## config.mk

```make
export PLATFORM = sky130hd
export DESIGN_NAME = exec_unit_top
export DESIGN_NICKNAME = d
export VERILOG_FILES = /design/src/exec_types_pkg.sv /design/src/arm_isa_pkg.sv /design/src/exec_unit_top.sv /design/src/execute_stage.sv /design/src/multiplier.sv /design/src/alu.sv /design/src/insn_classifier.sv
export SDC_FILE = /design/constraint.sdc
export NUM_CORES = 1
export LEC_CHECK = 0
export BUFFER_PORTS_ARGS = -buffer_cell sky130_fd_sc_hd__buf_2
export CAP_MARGIN = 5
export CORE_MARGIN = 1
export CORE_UTILIZATION = 45
export DETAILED_ROUTE_END_ITERATION = 8
export PLACE_DENSITY = 0.64
export SLEW_MARGIN = 15
export SYNTH_ARGS = -nofsm -noshare
export SYNTH_HDL_FRONTEND = slang
export SYNTH_HIERARCHICAL = 1
export SYNTH_SLANG_ARGS = --single-unit
export TNS_END_PERCENT = 100
```

## constraint.sdc

```tcl
create_clock -name clk -period 16.08 [get_ports clk]
set_input_delay 1.608 -clock clk [delete_from_list [all_inputs] [get_ports clk]]
set_output_delay 1.608 -clock clk [all_outputs]
set_load 0.05 [all_outputs]
```

## src/exec_types_pkg.sv

```systemverilog
package exec_types_pkg;

	// one machine word, used for operands, results and the PSRs.
	typedef logic [31:0] word_t;

	// register number r0 to r15.
	typedef logic [3:0] reg_num_t;

	// data-processing opcode field.
	typedef logic [3:0] alu_op_t;

	// the multiplier sits in idle until started, then runs until the
	// remaining multiplier bits are all zero and spends one cycle in done.
	typedef enum logic [1:0] {
		MULT_IDLE = 2'b00,
		MULT_RUN  = 2'b01,
		MULT_DONE = 2'b10
	} mult_state_t;

endpackage

```

## src/arm_isa_pkg.sv

```systemverilog
package arm_isa_pkg;

	// instruction classes that the execute stage tells apart.
	typedef logic [3:0] insn_class_t;

	localparam insn_class_t CLASS_OTHER = 4'h0;
	localparam insn_class_t CLASS_ALU   = 4'h1;
	localparam insn_class_t CLASS_MULT  = 4'h2;
	localparam insn_class_t CLASS_MRS   = 4'h3;
	localparam insn_class_t CLASS_MSR   = 4'h4;

	// data-processing opcodes as found in instruction bits 24 to 21.
	localparam logic [3:0] ALU_AND = 4'h0;
	localparam logic [3:0] ALU_EOR = 4'h1;
	localparam logic [3:0] ALU_SUB = 4'h2;
	localparam logic [3:0] ALU_RSB = 4'h3;
	localparam logic [3:0] ALU_ADD = 4'h4;
	localparam logic [3:0] ALU_ADC = 4'h5;
	localparam logic [3:0] ALU_SBC = 4'h6;
	localparam logic [3:0] ALU_RSC = 4'h7;
	localparam logic [3:0] ALU_TST = 4'h8;
	localparam logic [3:0] ALU_TEQ = 4'h9;
	localparam logic [3:0] ALU_CMP = 4'ha;
	localparam logic [3:0] ALU_CMN = 4'hb;
	localparam logic [3:0] ALU_ORR = 4'hc;
	localparam logic [3:0] ALU_MOV = 4'hd;
	localparam logic [3:0] ALU_BIC = 4'he;
	localparam logic [3:0] ALU_MVN = 4'hf;

	// condition flag positions in the CPSR and SPSR.
	localparam int CPSR_N = 31;
	localparam int CPSR_Z = 30;
	localparam int CPSR_C = 29;
	localparam int CPSR_V = 28;

	// processor mode field, PSR bits 4 to 0.
	localparam logic [4:0] MODE_USR = 5'b10000;
	localparam logic [4:0] MODE_FIQ = 5'b10001;
	localparam logic [4:0] MODE_IRQ = 5'b10010;
	localparam logic [4:0] MODE_SVC = 5'b10011;
	localparam logic [4:0] MODE_ABT = 5'b10111;
	localparam logic [4:0] MODE_UND = 5'b11011;
	localparam logic [4:0] MODE_SYS = 5'b11111;

endpackage
```

## src/exec_unit_top.sv

```systemverilog
`timescale 1ns/1ps

module exec_unit_top import exec_types_pkg::*; #(
	parameter int MULT_RADIX_BITS = 2
) (
	input  logic     clk,
	input  logic     rst_n,
	input  logic     stall,
	input  logic     in_bubble,
	input  word_t    pc,
	input  word_t    insn,
	input  word_t    cpsr,
	input  word_t    spsr,
	input  word_t    op0,
	input  word_t    op1,
	input  word_t    op2,
	input  logic     carry,
	output logic     out_stall,
	output logic     out_bubble,
	output word_t    out_cpsr,
	output word_t    out_spsr,
	output logic     write_reg,
	output reg_num_t write_num,
	output word_t    write_data
);

	// the radix trades multiplier area against multiply latency.
	execute_stage #(.MULT_RADIX_BITS(MULT_RADIX_BITS)) exec_i (
		.clk(clk), .rst_n(rst_n),
		.stall(stall), .in_bubble(in_bubble),
		.pc(pc), .insn(insn), .cpsr(cpsr), .spsr(spsr),
		.op0(op0), .op1(op1), .op2(op2), .carry(carry),
		.out_stall(out_stall), .out_bubble(out_bubble),
		.out_cpsr(out_cpsr), .out_spsr(out_spsr),
		.write_reg(write_reg), .write_num(write_num), .write_data(write_data)
	);

endmodule

```

## src/execute_stage.sv

```systemverilog
`timescale 1ns/1ps

module execute_stage import exec_types_pkg::*, arm_isa_pkg::*; #(
	parameter int MULT_RADIX_BITS = 2
) (
	input  logic     clk,
	input  logic     rst_n,
	input  logic     stall,
	input  logic     in_bubble,
	input  word_t    pc,
	input  word_t    insn,
	input  word_t    cpsr,
	input  word_t    spsr,
	input  word_t    op0,
	input  word_t    op1,
	input  word_t    op2,
	input  logic     carry,
	output logic     out_stall,
	output logic     out_bubble,
	output word_t    out_cpsr,
	output word_t    out_spsr,
	output logic     write_reg,
	output reg_num_t write_num,
	output word_t    write_data
);

	insn_class_t insn_class;
	word_t       alu_result;
	word_t       alu_cpsr_out;
	logic        alu_setres;
	logic        mult_start;
	logic        mult_done;
	word_t       mult_result;
	logic        mult_active;
	logic        mult_fin;
	logic        busy;
	logic        mult_ready;
	word_t       msr_mask;
	logic        next_bubble;
	word_t       next_cpsr;
	word_t       next_spsr;
	logic        next_write;
	reg_num_t    next_num;
	word_t       next_data;

	insn_classifier classifier_i (.insn(insn), .insn_class(insn_class));

	alu alu_i (
		.in0(op0), .in1(op1), .cpsr(cpsr), .op(insn[24:21]),
		.setflags(insn[20]), .shifter_carry(carry),
		.result(alu_result), .cpsr_out(alu_cpsr_out), .setres(alu_setres)
	);

	// op0 is Rn (the accumulator for MLA), op1 is Rm and op2 is Rs.
	multiplier #(.MULT_RADIX_BITS(MULT_RADIX_BITS)) mult_i (
		.clk(clk), .rst_n(rst_n), .start(mult_start),
		.acc0(insn[21] ? op0 : '0), .in0(op1), .in1(op2),
		.done(mult_done), .result(mult_result)
	);

	// pc is part of the stage boundary but no instruction handled here
	// needs it, since r15 operands arrive already read.
	assign mult_active = (insn_class == CLASS_MULT) && !in_bubble;
	assign mult_fin = mult_done | mult_ready;
	assign mult_start = mult_active && !busy && !mult_ready;
	assign out_stall = stall | (mult_active & ~mult_fin);

	// busy covers the run of one multiply. mult_ready remembers a product
	// that finished while downstream was stalled, until it is taken.
	always_ff @(posedge clk or negedge rst_n) begin
		if (!rst_n) begin
			busy <= 1'b0;
			mult_ready <= 1'b0;
		end else begin
			if (mult_start)
				busy <= 1'b1;
			else if (mult_done)
				busy <= 1'b0;
			if (mult_done && stall)
				mult_ready <= 1'b1;
			else if (!stall)
				mult_ready <= 1'b0;
		end
	end

	// user mode, or a clear bit 16, limits MSR to the top three flags.
	assign msr_mask = (cpsr[4:0] == MODE_USR || !insn[16]) ? 32'he000_0000 : 32'hffff_ffff;

	always_comb begin
		next_bubble = in_bubble;
		next_cpsr = cpsr;
		next_spsr = spsr;
		next_write = 1'b0;
		next_num = insn[15:12];
		next_data = alu_result;
		case (insn_class)
		CLASS_MULT: begin
			next_bubble = in_bubble | ~mult_fin;
			next_write = 1'b1;
			next_num = insn[19:16];
			next_data = mult_result;
			if (insn[20]) begin
				next_cpsr[CPSR_N] = mult_result[31];
				next_cpsr[CPSR_Z] = (mult_result == '0);
				next_cpsr[CPSR_C] = 1'b0;
			end
		end
		CLASS_MRS: begin
			next_write = 1'b1;
			next_data = insn[22] ? spsr : cpsr;
		end
		CLASS_MSR: begin
			if (insn[22])
				next_spsr = (op0 & msr_mask) | (spsr & ~msr_mask);
			else
				next_cpsr = (op0 & msr_mask) | (cpsr & ~msr_mask);
		end
		CLASS_ALU: begin
			next_write = alu_setres;
			// a flag-setting write to the pc returns from an exception.
			next_cpsr = (insn[15:12] == 4'hf && insn[20]) ? spsr : alu_cpsr_out;
		end
		default: begin
		end
		endcase
		// an empty slot carries no writeback and leaves the PSRs alone.
		if (next_bubble) begin
			next_write = 1'b0;
			next_cpsr = cpsr;
			next_spsr = spsr;
		end
	end

	always_ff @(posedge clk or negedge rst_n) begin
		if (!rst_n) begin
			out_bubble <= 1'b1;
			write_reg <= 1'b0;
			out_cpsr <= '0;
			out_spsr <= '0;
		end else if (!stall) begin
			out_bubble <= next_bubble;
			write_reg <= next_write;
			out_cpsr <= next_cpsr;
			out_spsr <= next_spsr;
		end
	end

	always_ff @(posedge clk) begin
		if (!stall) begin
			write_num <= next_num;
			write_data <= next_data;
		end
	end

endmodule

```

## src/multiplier.sv

```systemverilog
`timescale 1ns/1ps

module multiplier import exec_types_pkg::*; #(
	parameter int MULT_RADIX_BITS = 2
) (
	input  logic  clk,
	input  logic  rst_n,
	input  logic  start,
	input  word_t acc0,
	input  word_t in0,
	input  word_t in1,
	output logic  done,
	output word_t result
);

	if (MULT_RADIX_BITS != 1 && MULT_RADIX_BITS != 2 && MULT_RADIX_BITS != 4) begin : g_bad_radix
		$error("MULT_RADIX_BITS must be 1, 2 or 4");
	end

	mult_state_t state;
	word_t       mcand;
	word_t       mplier;
	word_t       acc;
	word_t       partial;

	// multiplicand times the low MULT_RADIX_BITS bits of the multiplier.
	always_comb begin
		partial = '0;
		for (int i = 0; i < MULT_RADIX_BITS; i++) begin
			if (mplier[i])
				partial = partial + (mcand << i);
		end
	end

	always_ff @(posedge clk or negedge rst_n) begin
		if (!rst_n) begin
			state <= MULT_IDLE;
		end else if (start) begin
			state <= MULT_RUN;
		end else if (state == MULT_RUN && mplier == '0) begin
			state <= MULT_DONE;
		end else if (state == MULT_DONE) begin
			state <= MULT_IDLE;
		end
	end

	// in1 is the multiplier, so small values of it finish early.
	always_ff @(posedge clk) begin
		if (start) begin
			mcand <= in0;
			mplier <= in1;
			acc <= acc0;
		end else if (state == MULT_RUN && mplier != '0) begin
			acc <= acc + partial;
			mcand <= mcand << MULT_RADIX_BITS;
			mplier <= mplier >> MULT_RADIX_BITS;
		end
	end

	// acc stays put after the run, so the product remains readable until
	// the next start.
	assign done = (state == MULT_DONE);
	assign result = acc;

endmodule

```

## src/alu.sv

```systemverilog
`timescale 1ns/1ps

module alu import exec_types_pkg::*, arm_isa_pkg::*; (
	input  word_t   in0,
	input  word_t   in1,
	input  word_t   cpsr,
	input  alu_op_t op,
	input  logic    setflags,
	input  logic    shifter_carry,
	output word_t   result,
	output word_t   cpsr_out,
	output logic    setres
);

	word_t       add_a;
	word_t       add_b;
	logic        add_cin;
	logic [32:0] sum;
	logic        sum_v;
	logic        arith;
	logic        flag_c;
	logic        flag_v;

	// all arithmetic shares one adder. subtraction is a + ~b + 1, so the
	// carry out is the ARM "not borrow" without further correction.
	always_comb begin
		add_a = in0;
		add_b = ~in1;
		add_cin = 1'b1;
		case (op)
		ALU_RSB, ALU_RSC: begin
			add_a = in1;
			add_b = ~in0;
		end
		ALU_ADD, ALU_ADC, ALU_CMN: begin
			add_b = in1;
			add_cin = 1'b0;
		end
		default: begin
		end
		endcase
		// the with-carry forms take the old C in place of the constant.
		if (op == ALU_ADC || op == ALU_SBC || op == ALU_RSC)
			add_cin = cpsr[CPSR_C];
	end

	assign sum = {1'b0, add_a} + {1'b0, add_b} + {32'b0, add_cin};
	assign sum_v = (add_a[31] == add_b[31]) && (sum[31] != add_a[31]);

	always_comb begin
		arith = 1'b0;
		case (op)
		ALU_AND, ALU_TST: result = in0 & in1;
		ALU_EOR, ALU_TEQ: result = in0 ^ in1;
		ALU_ORR:          result = in0 | in1;
		ALU_MOV:          result = in1;
		ALU_BIC:          result = in0 & ~in1;
		ALU_MVN:          result = ~in1;
		default: begin
			result = sum[31:0];
			arith = 1'b1;
		end
		endcase
	end

	// logical operations keep V and take C from the shifter.
	assign flag_c = arith ? sum[32] : shifter_carry;
	assign flag_v = arith ? sum_v : cpsr[CPSR_V];

	always_comb begin
		cpsr_out = cpsr;
		if (setflags) begin
			cpsr_out[CPSR_N] = result[31];
			cpsr_out[CPSR_Z] = (result == '0);
			cpsr_out[CPSR_C] = flag_c;
			cpsr_out[CPSR_V] = flag_v;
		end
	end

	// the test and compare opcodes only touch the flags.
	assign setres = !(op inside {ALU_TST, ALU_TEQ, ALU_CMP, ALU_CMN});

endmodule

```

## src/insn_classifier.sv

```systemverilog
`timescale 1ns/1ps

module insn_classifier import exec_types_pkg::*, arm_isa_pkg::*; (
	input  word_t       insn,
	output insn_class_t insn_class
);

	// the condition field (bits 31 to 28) is ignored here, since condition
	// evaluation happens before this stage.
	// order matters. multiply, swap and the halfword transfers all live
	// inside the data-processing space, so they are matched first.
	always_comb begin
		casez (insn)
		// MUL and MLA.
		32'b????_0000_00??_????_????_????_1001_????:
			insn_class = CLASS_MULT;
		// long multiplies are not handled by this stage.
		32'b????_0000_1???_????_????_????_1001_????:
			insn_class = CLASS_OTHER;
		// SWP and SWPB.
		32'b????_0001_0?00_????_????_0000_1001_????:
			insn_class = CLASS_OTHER;
		// MRS from CPSR or SPSR.
		32'b????_0001_0?00_1111_????_0000_0000_0000:
			insn_class = CLASS_MRS;
		// MSR, register source, full or flags only.
		32'b????_0001_0?10_100?_1111_0000_0000_????:
			insn_class = CLASS_MSR;
		// MSR, immediate source.
		32'b????_0011_0?10_100?_1111_????_????_????:
			insn_class = CLASS_MSR;
		// BX.
		32'b????_0001_0010_1111_1111_1111_0001_????:
			insn_class = CLASS_OTHER;
		// halfword and signed transfers, register offset.
		32'b????_000?_?0??_????_????_0000_1??1_????:
			insn_class = CLASS_OTHER;
		// halfword and signed transfers, immediate offset.
		32'b????_000?_?1??_????_????_????_1??1_????:
			insn_class = CLASS_OTHER;
		// compare opcodes without S are not data processing.
		32'b????_00?1_0??0_????_????_????_????_????:
			insn_class = CLASS_OTHER;
		// what is left of the 00 space is plain data processing.
		32'b????_00??_????_????_????_????_????_????:
			insn_class = CLASS_ALU;
		// loads, stores, branches, coprocessor and SWI.
		default:
			insn_class = CLASS_OTHER;
		endcase
	end

endmodule

```

==> results of run 1 <==
-- worst max-delay path by stage --
stage,from,end,slack (ns),cells after the start
2_1_floorplan,insn[5],exec_i/mult_i/mcand[0],8.89,14
3_3_place_gp,insn[23],exec_i/out_cpsr[30],8.29,23
3_5_place_dp,insn[23],exec_i/out_cpsr[30],8.31,24
4_1_cts,insn[23],exec_i/out_cpsr[30],8.87,24
5_1_grt,insn[23],exec_i/out_cpsr[30],8.47,24
6_report,insn[23],exec_i/out_cpsr[30],8.80,24
-- routing by layer --
metal,share of wire,vias to the layer above
li1,-,9353
met1,0.45,9452
met2,0.44,842
met3,0.085,113
met4,0.027,0
met5,0,-
-- cell type report --
type / count / area, um2 / share of cell area
clock inverters: 14 / 155 / 0.00684
diodes: 2 / 5.00 / 0.000221
multi-input cells: 1937 / 13200 / 0.584
well taps: 592 / 741 / 0.0327
inverters: 112 / 425 / 0.0188
clock buffers: 31 / 668 / 0.0295
flip-flops and latches: 202 / 5720 / 0.252
repair buffers: 327 / 1720 / 0.0759
-- worst max-delay path, stage by stage --
cell	delay, ns
buf_2	0.09
buf_4	0.25
nand2_1	0.58
buf_4	0.34
o21ai_2	0.07
buf_4	0.26
a21oi_2	0.14
buf_4	0.39
o221ai_1	0.23
fa_1	0.49
fa_1	0.41
a21o_1	0.23
a221o_1	0.34
o211ai_2	0.33
o31a_1	0.24
xnor2_1	0.07
o21ai_0	0.26
o211ai_1	0.19
nor4_2	0.35
nand4b_1	0.15
o31ai_2	0.21
mux2i_1	0.10
o22ai_1	0.19
o221a_2	0.20
-- Yosys cell counts, types with 27 or more instances --
library cell,number
mux2_2,66
inv_1,108
nor2_1,104
a31oi_1,27
nand3_1,56
o21ai_0,221
xnor2_1,54
xor2_1,49
mux2i_1,127
nand2_1,343
o221ai_1,66
edfxtp_1,132
and2_1,60
buf_4,31
a21o_1,38
dfrtp_1,69
clkbuf_1,104
a21oi_1,123
ha_1,115
o21ai_1,45
a22oi_1,36
-- metrics by stage --
stage                     std cells  hold slack, ns  worst slack, ns  utilization  cell area [um2]
after floorplan                2436           0.455             8.89            -            20300
after global placement         3170           0.464             8.29        0.493            21800
after detailed placement       3170           0.466             8.31        0.493            21800
after CTS                      3215           0.487             8.87        0.512            22700
after global routing           3217           0.510             8.47        0.512            22700
final                          3217           0.488             8.80        0.512            22700
-- cell families after synthesis --
family                   count (synthesis)
flip-flops                             202
multiplexers                           193
AO/OA/AOI/OAI                          764
other                                    1
AND/OR/NAND/NOR                        755
buffers and inverters                  297
XOR/XNOR                               103
adder cells (fa/ha/maj)                121
-- cell usage in the layout, fill, tap and decap left out, types with 60 or more instances in the layout --
cell,instances
o221ai_1,66
dfrtp_1,69
edfxtp_1,132
nand2_1,343
buf_2,293
a21oi_1,120
mux2_2,66
mux2i_1,127
and2_1,60
nor2_1,104
inv_1,108
o21ai_0,220
ha_1,115
-- power groups by stage --
stage | Combinational [mW] | Clock, mW | Sequential (mW)
finish | 0.623 | 0.580 | 0.622
global route | 0.676 | 0.607 | 0.626
CTS | 0.616 | 0.590 | 0.622
detailed placement | 0.613 | 0 | 0.632
global placement | 0.605 | 0 | 0.630
floorplan | 0.328 | 0 | 0.737
==> impl_metrics.py, run 1 <==
metrics = {
    "status": {
        "outcome": "complete, no violations",
    },
    "global_routing": {
        "met2_usage": 0.467,
        "antenna_found_initial": 4,
        "met3_usage": 0.0404,
        "grtUsageMet1": 0.421,
        "grt_max_degree": 99,
        "overflow": 0,
        "busiest_layer": "met2",
        "track_usage": 0.297,
        "grt_pass1_wl_um": 108000,
        "grt_pass1_vias": 18600,
    },
    "hold_path": {
        "hp-class": "reg2reg",
        "hp-start": "exec_i/out_spsr[22]",
        "holdPathStages": 2,
        "hold_path_end": "exec_i/out_spsr[22]",
    },
    "yosys": {
        "synthCells": 2436,
        "synth_top_area_share": 0.195,
        "synthMuxAreaShare": 0.0993,
        "yosysSeqAreaShare": 0.282,
        "synth_largest_area_cell": "edfxtp_1",
        "ys_async_sr_fraction": 0.347,
        "synth_edf_count": 132,
        "synth-simple-area-share": 0.183,
        "synth_compound_area_frac": 0.248,
        "synthXorXnorAreaFrac": 0.0445,
        "yosysWarnings": 6,
        "synth_top_family_by_area": "compound AO/OA/AOI/OAI gates",
        "syn_nets": 2784,
        "synth_ff_type": "edfxtp_1",
        "synthDistinctLibCells": 110,
        "syn_area_mm2": 0.0203,
        "synth_fa_ha_area_frac": 0.0759,
        "avgSynthCellArea_um2": 8.33,
        "synth.area.top_cells": "edfxtp_1 (20%), dfrtp_1 (8.5%), ha_1 (7.1%)",
        "synth_seq_cells": 202,
    },
    "floorplan": {
        "dieWidth_um": 214,
        "core_mm2": 0.0443,
        "die_area_mm2": 0.0459,
        "fp.dieH_um": 214,
        "initial_core_util": 0.458,
        "ios": 332,
        "rows": 77,
    },
    "timing": {
        "finalSetupViolations": 0,
        "max_clock_freq_mhz": 137,
        "tns_ns": 0,
        "finalHoldViolations": 0,
        "finalCriticalPeriod_ns": 7.28,
        "worst_slew_pin_slew_ns": 1.08,
        "worst_slew_margin_rel": 0.275,
        "fin_crit_sh": 0.452,
        "finalClockSkew_ns": 0.0209,
        "rsz0062_at_grt": "no",
        "drv_slew": 0,
    },
    "route": {
        "wl_per_cell_um": 21.9,
        "num_vias": 19800,
        "drtAntennaViolNets": 0,
        "first_iter_violations": 1915,
        "viasPerCell": 6.14,
        "wirelength_um": 70400,
        "firstDrtPassIters": 6,
        "drcViolationCount": 0,
    },
    "clock_network": {
        "cts_tree": "done",
        "htree_num_levels": 1,
        "post_cts_buffers": 0,
        "postCtsHoldBufs": 0,
        "cts_root_buf": "clkbuf_16",
        "cts_buffer_depth": 3,
        "clock_latency_ns": 0.56,
        "ctsResizeCount": 0,
        "clkSinkCount": 202,
        "path_clk_slew_ns": 0.06,
        "cts_buffers": 25,
    },
    "layout": {
        "drive_above_1_share": 0.191,
        "fillCellCount": 4269,
        "nets": 2953,
        "areaGrowthSynthToFinish_pct": 11.8,
    },
    "placed_design": {
        "hpwl_um": 53300,
        "numPortBuffers": 295,
        "routabilityCongestion": 0.974,
    },
    "worst_setup_path": {
        "rr_startpoint": "exec_i/mult_i/mplier[0]",
        "r2r_slack_ns": 9.45,
        "cp.required_ns": 16.57,
        "cp.arrival_ns": 7.77,
        "cp-end-kind": "flip-flop",
        "critPathLaunchType": "input port",
        "r2r-end": "exec_i/mult_i/result[26]",
        "worst-path-max-fanout": 32,
        "critical_path_class": "in2reg",
        "r2r_cells": 25,
    },
    "pwr": {
        "power.share.clock": 0.318,
        "power_mw": 1.83,
        "p_sw_mw": 0.680,
        "power_leakage_nw": 9.90,
        "share_comb_of_total_power": 0.341,
        "peakVddDrop_v": 0.0000574,
        "p_seq_frac": 0.341,
        "p_int_mw": 1.15,
        "p_per_area_mw_per_mm2": 80.5,
        "swShare": 0.372,
    },
    "job": {
        "cap_violations": 0,
    },
}
(Power assumes the default switching activity.)
==> run 2: changes to the inputs <==
--- a/config.mk
+++ b/config.mk
@@ -5,6 +5,7 @@
 export SDC_FILE = /design/constraint.sdc
 export NUM_CORES = 1
 export LEC_CHECK = 0
+export ABC_AREA = 1
 export BUFFER_PORTS_ARGS = -buffer_cell sky130_fd_sc_hd__buf_2
 export CAP_MARGIN = 5
 export CORE_MARGIN = 1
==> constraint.sdc (replaced) <==
create_clock -name clk -period 7.32 [get_ports clk]
set_input_delay 0.732 -clock clk [delete_from_list [all_inputs] [get_ports clk]]
set_output_delay 0.732 -clock clk [all_outputs]
set_load 0.05 [all_outputs]
==> run 2 against run 1 <==
Non-clock buffer count decreased by 4. Via count increased by 22%. Global-route usage increased by 6.6 points. Critical endpoint is now exec_i/mult_i/result[25].
==> impl_metrics.py, run 2 <==
metrics = {
    "yosys": {
        "yosysWarnings": 6,
        "synth_seq_cells": 202,
        "ys_top_cells_by_count": "nand2_1 (1240), inv_1 (455), nor2_1 (281)",
        "synth.area.top_cells": "nand2_1 (22%), edfxtp_1 (18%), dfrtp_1 (8.0%)",
        "syn_nets": 3830,
        "synthCells": 3482,
        "syn_area_mm2": 0.0216,
        "yosysSeqAreaShare": 0.265,
        "synthDistinctLibCells": 57,
        "avgSynthCellArea_um2": 6.20,
        "synth_top_family_by_area": "simple AND/OR/NAND/NOR gates",
        "synthXorXnorAreaFrac": 0.0187,
        "synth_compound_area_frac": 0.160,
        "synth_top_area_share": 0.216,
        "synth_most_common_cell": "nand2_1",
        "synth_edf_count": 132,
        "synth_ff_type": "edfxtp_1",
        "synth_fa_ha_area_frac": 0.0704,
        "synth-simple-area-share": 0.366,
        "synth_largest_area_cell": "nand2_1",
        "ys_async_sr_fraction": 0.347,
        "synthMuxAreaShare": 0,
    },
    "pwr": {
        "power.share.clock": 0.344,
        "p_sw_mw": 1.53,
        "p_per_area_mw_per_mm2": 165,
        "p_seq_frac": 0.331,
        "share_comb_of_total_power": 0.325,
        "swShare": 0.385,
        "p_int_mw": 2.45,
        "peakVddDrop_v": 0.000158,
        "power_leakage_nw": 12.4,
    },
    "route": {
        "wl_per_cell_um": 21.1,
        "first_iter_violations": 2582,
        "num_vias": 24200,
        "wirelength_um": 90700,
        "drtAntennaViolNets": 0,
        "viasPerCell": 5.61,
        "firstDrtPassIters": 7,
        "drcViolationCount": 0,
    },
    "global_routing": {
        "grt_pass1_vias": 22000,
        "track_usage": 0.363,
        "grt_max_degree": 121,
        "antenna_found_initial": 6,
        "grt_pass1_wl_um": 135000,
        "overflow": 0,
    },
    "clock_network": {
        "cts_buffer_depth": 3,
        "clock_latency_ns": 0.58,
        "cts_buffers": 26,
        "cts_tree": "done",
        "cts_root_buf": "clkbuf_16",
        "ctsResizeCount": 0,
        "postCtsHoldBufs": 0,
        "path_clk_slew_ns": 0.06,
        "htree_num_levels": 1,
        "clkSinkCount": 202,
        "post_cts_buffers": 0,
    },
    "worst_setup_path": {
        "cp.arrival_ns": 5.49,
        "worst-path-max-fanout": 46,
        "r2r_slack_ns": 2.16,
        "crit_path_start": "exec_i/mult_i/mplier[0]",
        "max_stage_delay_ns": 0.75,
        "critPathBufInv": 6,
        "cp.required_ns": 7.65,
        "critical_path_class": "reg2reg",
        "path_depth": 28,
        "cp-end-kind": "flip-flop",
        "slowest_stage": "o311ai_0",
        "critical_path.endpoint": "exec_i/mult_i/result[25]",
        "cp_common_cell": "nand2_1",
        "critPathLaunchType": "flip-flop",
        "r2r_cells": 28,
        "rr_startpoint": "exec_i/mult_i/mplier[0]",
        "path_delay_family": "simple AND/OR/NAND/NOR gates",
        "r2r-end": "exec_i/mult_i/result[25]",
    },
    "layout": {
        "fin_area_mm2": 0.0242,
        "nets": 4023,
        "drive_above_1_share": 0.125,
        "areaGrowthSynthToFinish_pct": 12.0,
        "final_common_cell": "nand2_1",
        "final_cells": 4308,
        "final_cell_mix": "nand2_1 (1240), inv_1 (454), buf_2 (294)",
    },
    "timing": {
        "max_clock_freq_mhz": 194,
        "finalClockSkew_ns": 0.0329,
        "fin_crit_sh": 0.705,
        "finalCriticalPeriod_ns": 5.16,
        "tns_ns": 0,
        "finalSetupViolations": 0,
        "rsz0062_at_grt": "no",
        "worst_slew_pin_slew_ns": 1.14,
        "worst_slew_margin_rel": 0.239,
        "finalHoldViolations": 0,
        "drv_slew": 0,
    },
    "placed_design": {
        "placed_cells": 4254,
        "hpwl_um": 69200,
        "numPortBuffers": 295,
        "routabilityCongestion": 1.02,
        "place_area_mm2": 0.0233,
    },
    "floorplan": {
        "core_mm2": 0.0470,
        "dieWidth_um": 221,
        "rows": 79,
        "fp.dieH_um": 221,
        "initial_core_util": 0.460,
        "ios": 332,
        "die_area_mm2": 0.0489,
    },
    "hold_path": {
        "hp-class": "in2async",
    },
    "job": {
        "cap_violations": 0,
    },
    "status": {
        "outcome": "complete, no violations",
    },
}
run 2: cell types whose count changed after synthesis, moves of 22 or more:
cell and delta:
clkbuf_1 -35, nand4_1 +22, nor2_1 +177, xnor2_1 -50, and2_1 -53, a21o_1 -34, o211ai_1 +94, inv_1 +347
mux2_2 -66, o221ai_1 -63, nand2_1 +897, nand3_1 +145, mux2i_1 -127
run 2: final cells by class:
cell class	instances	area, um2
Clock inverter	14	191
Tap cell	607	759
Timing Repair Buffer	323	1710
Sequential cell	202	5720
Fill cell	5047	22800
Multi-Input combinational cell	2653	13300
Antenna cell	7	17.5
Clock buffer	33	707
Inverter	469	1760
run 2: through the flow:
step | power, mW | hold WS [ns] | utilization | setup slack [ns]
after detailed placement | 2.59 | 0.461 | 0.495 | 2.04
after global routing | 4.12 | 0.377 | 0.515 | 1.88
after global placement | 2.59 | 0.463 | 0.495 | 2.10
final | 3.98 | 0.298 | 0.515 | 2.16
after floorplan | 2.16 | 0.436 | - | 0.113
after CTS | 3.96 | 0.346 | 0.515 | 2.29
run 2: power groups by stage:
stage	logic (mW)	registers, mW	clock network [mW]
CTS	1.26	1.31	1.38
detailed placement	1.26	1.34	0
floorplan	0.582	1.57	0
finish	1.29	1.32	1.37
global route	1.39	1.32	1.42
global placement	1.25	1.34	0
run 2: layer usage:
metal,up-vias,wire length (um),share of wire,GRT usage
met5,-,14,0.00015,0
met4,2,5180,0.057,0.183
met3,195,9040,0.10,0.0620
met2,1153,38100,0.42,0.542
met1,11100,38400,0.42,0.502
li1,11700,-,-,-
run 2: cells by family (layout without fill, tap and decap cells):
group | count (synthesis) | after routing
other cells | 1 | 8
compound gates | 581 | 581
fa+ha+maj | 119 | 119
flops | 202 | 202
simple gates | 1906 | 1906
xor+xnor | 46 | 46
buf+inv | 627 | 839
run 2: how the worst min path moves through the flow:
stage	slack, ns	depth (start not counted)	to
after floorplan	0.44	0	exec_i/busy
after global placement	0.46	2	exec_i/out_spsr[25]
after detailed placement	0.46	2	exec_i/out_spsr[16]
after CTS	0.35	1	exec_i/out_spsr[30]
after global routing	0.38	1	exec_i/out_cpsr[9]
final	0.30	1	exec_i/out_cpsr[9]
run 2: worst reg2reg max path: cells and delay by family (launching register included):
family                     cells  cell delay, ns
AOI/OAI and AO/OA              3            0.99
adders and majority gates      3            0.96
buffers and inverters          6            0.88
DFF                            1            0.32
and+or+nand+nor               16            1.77
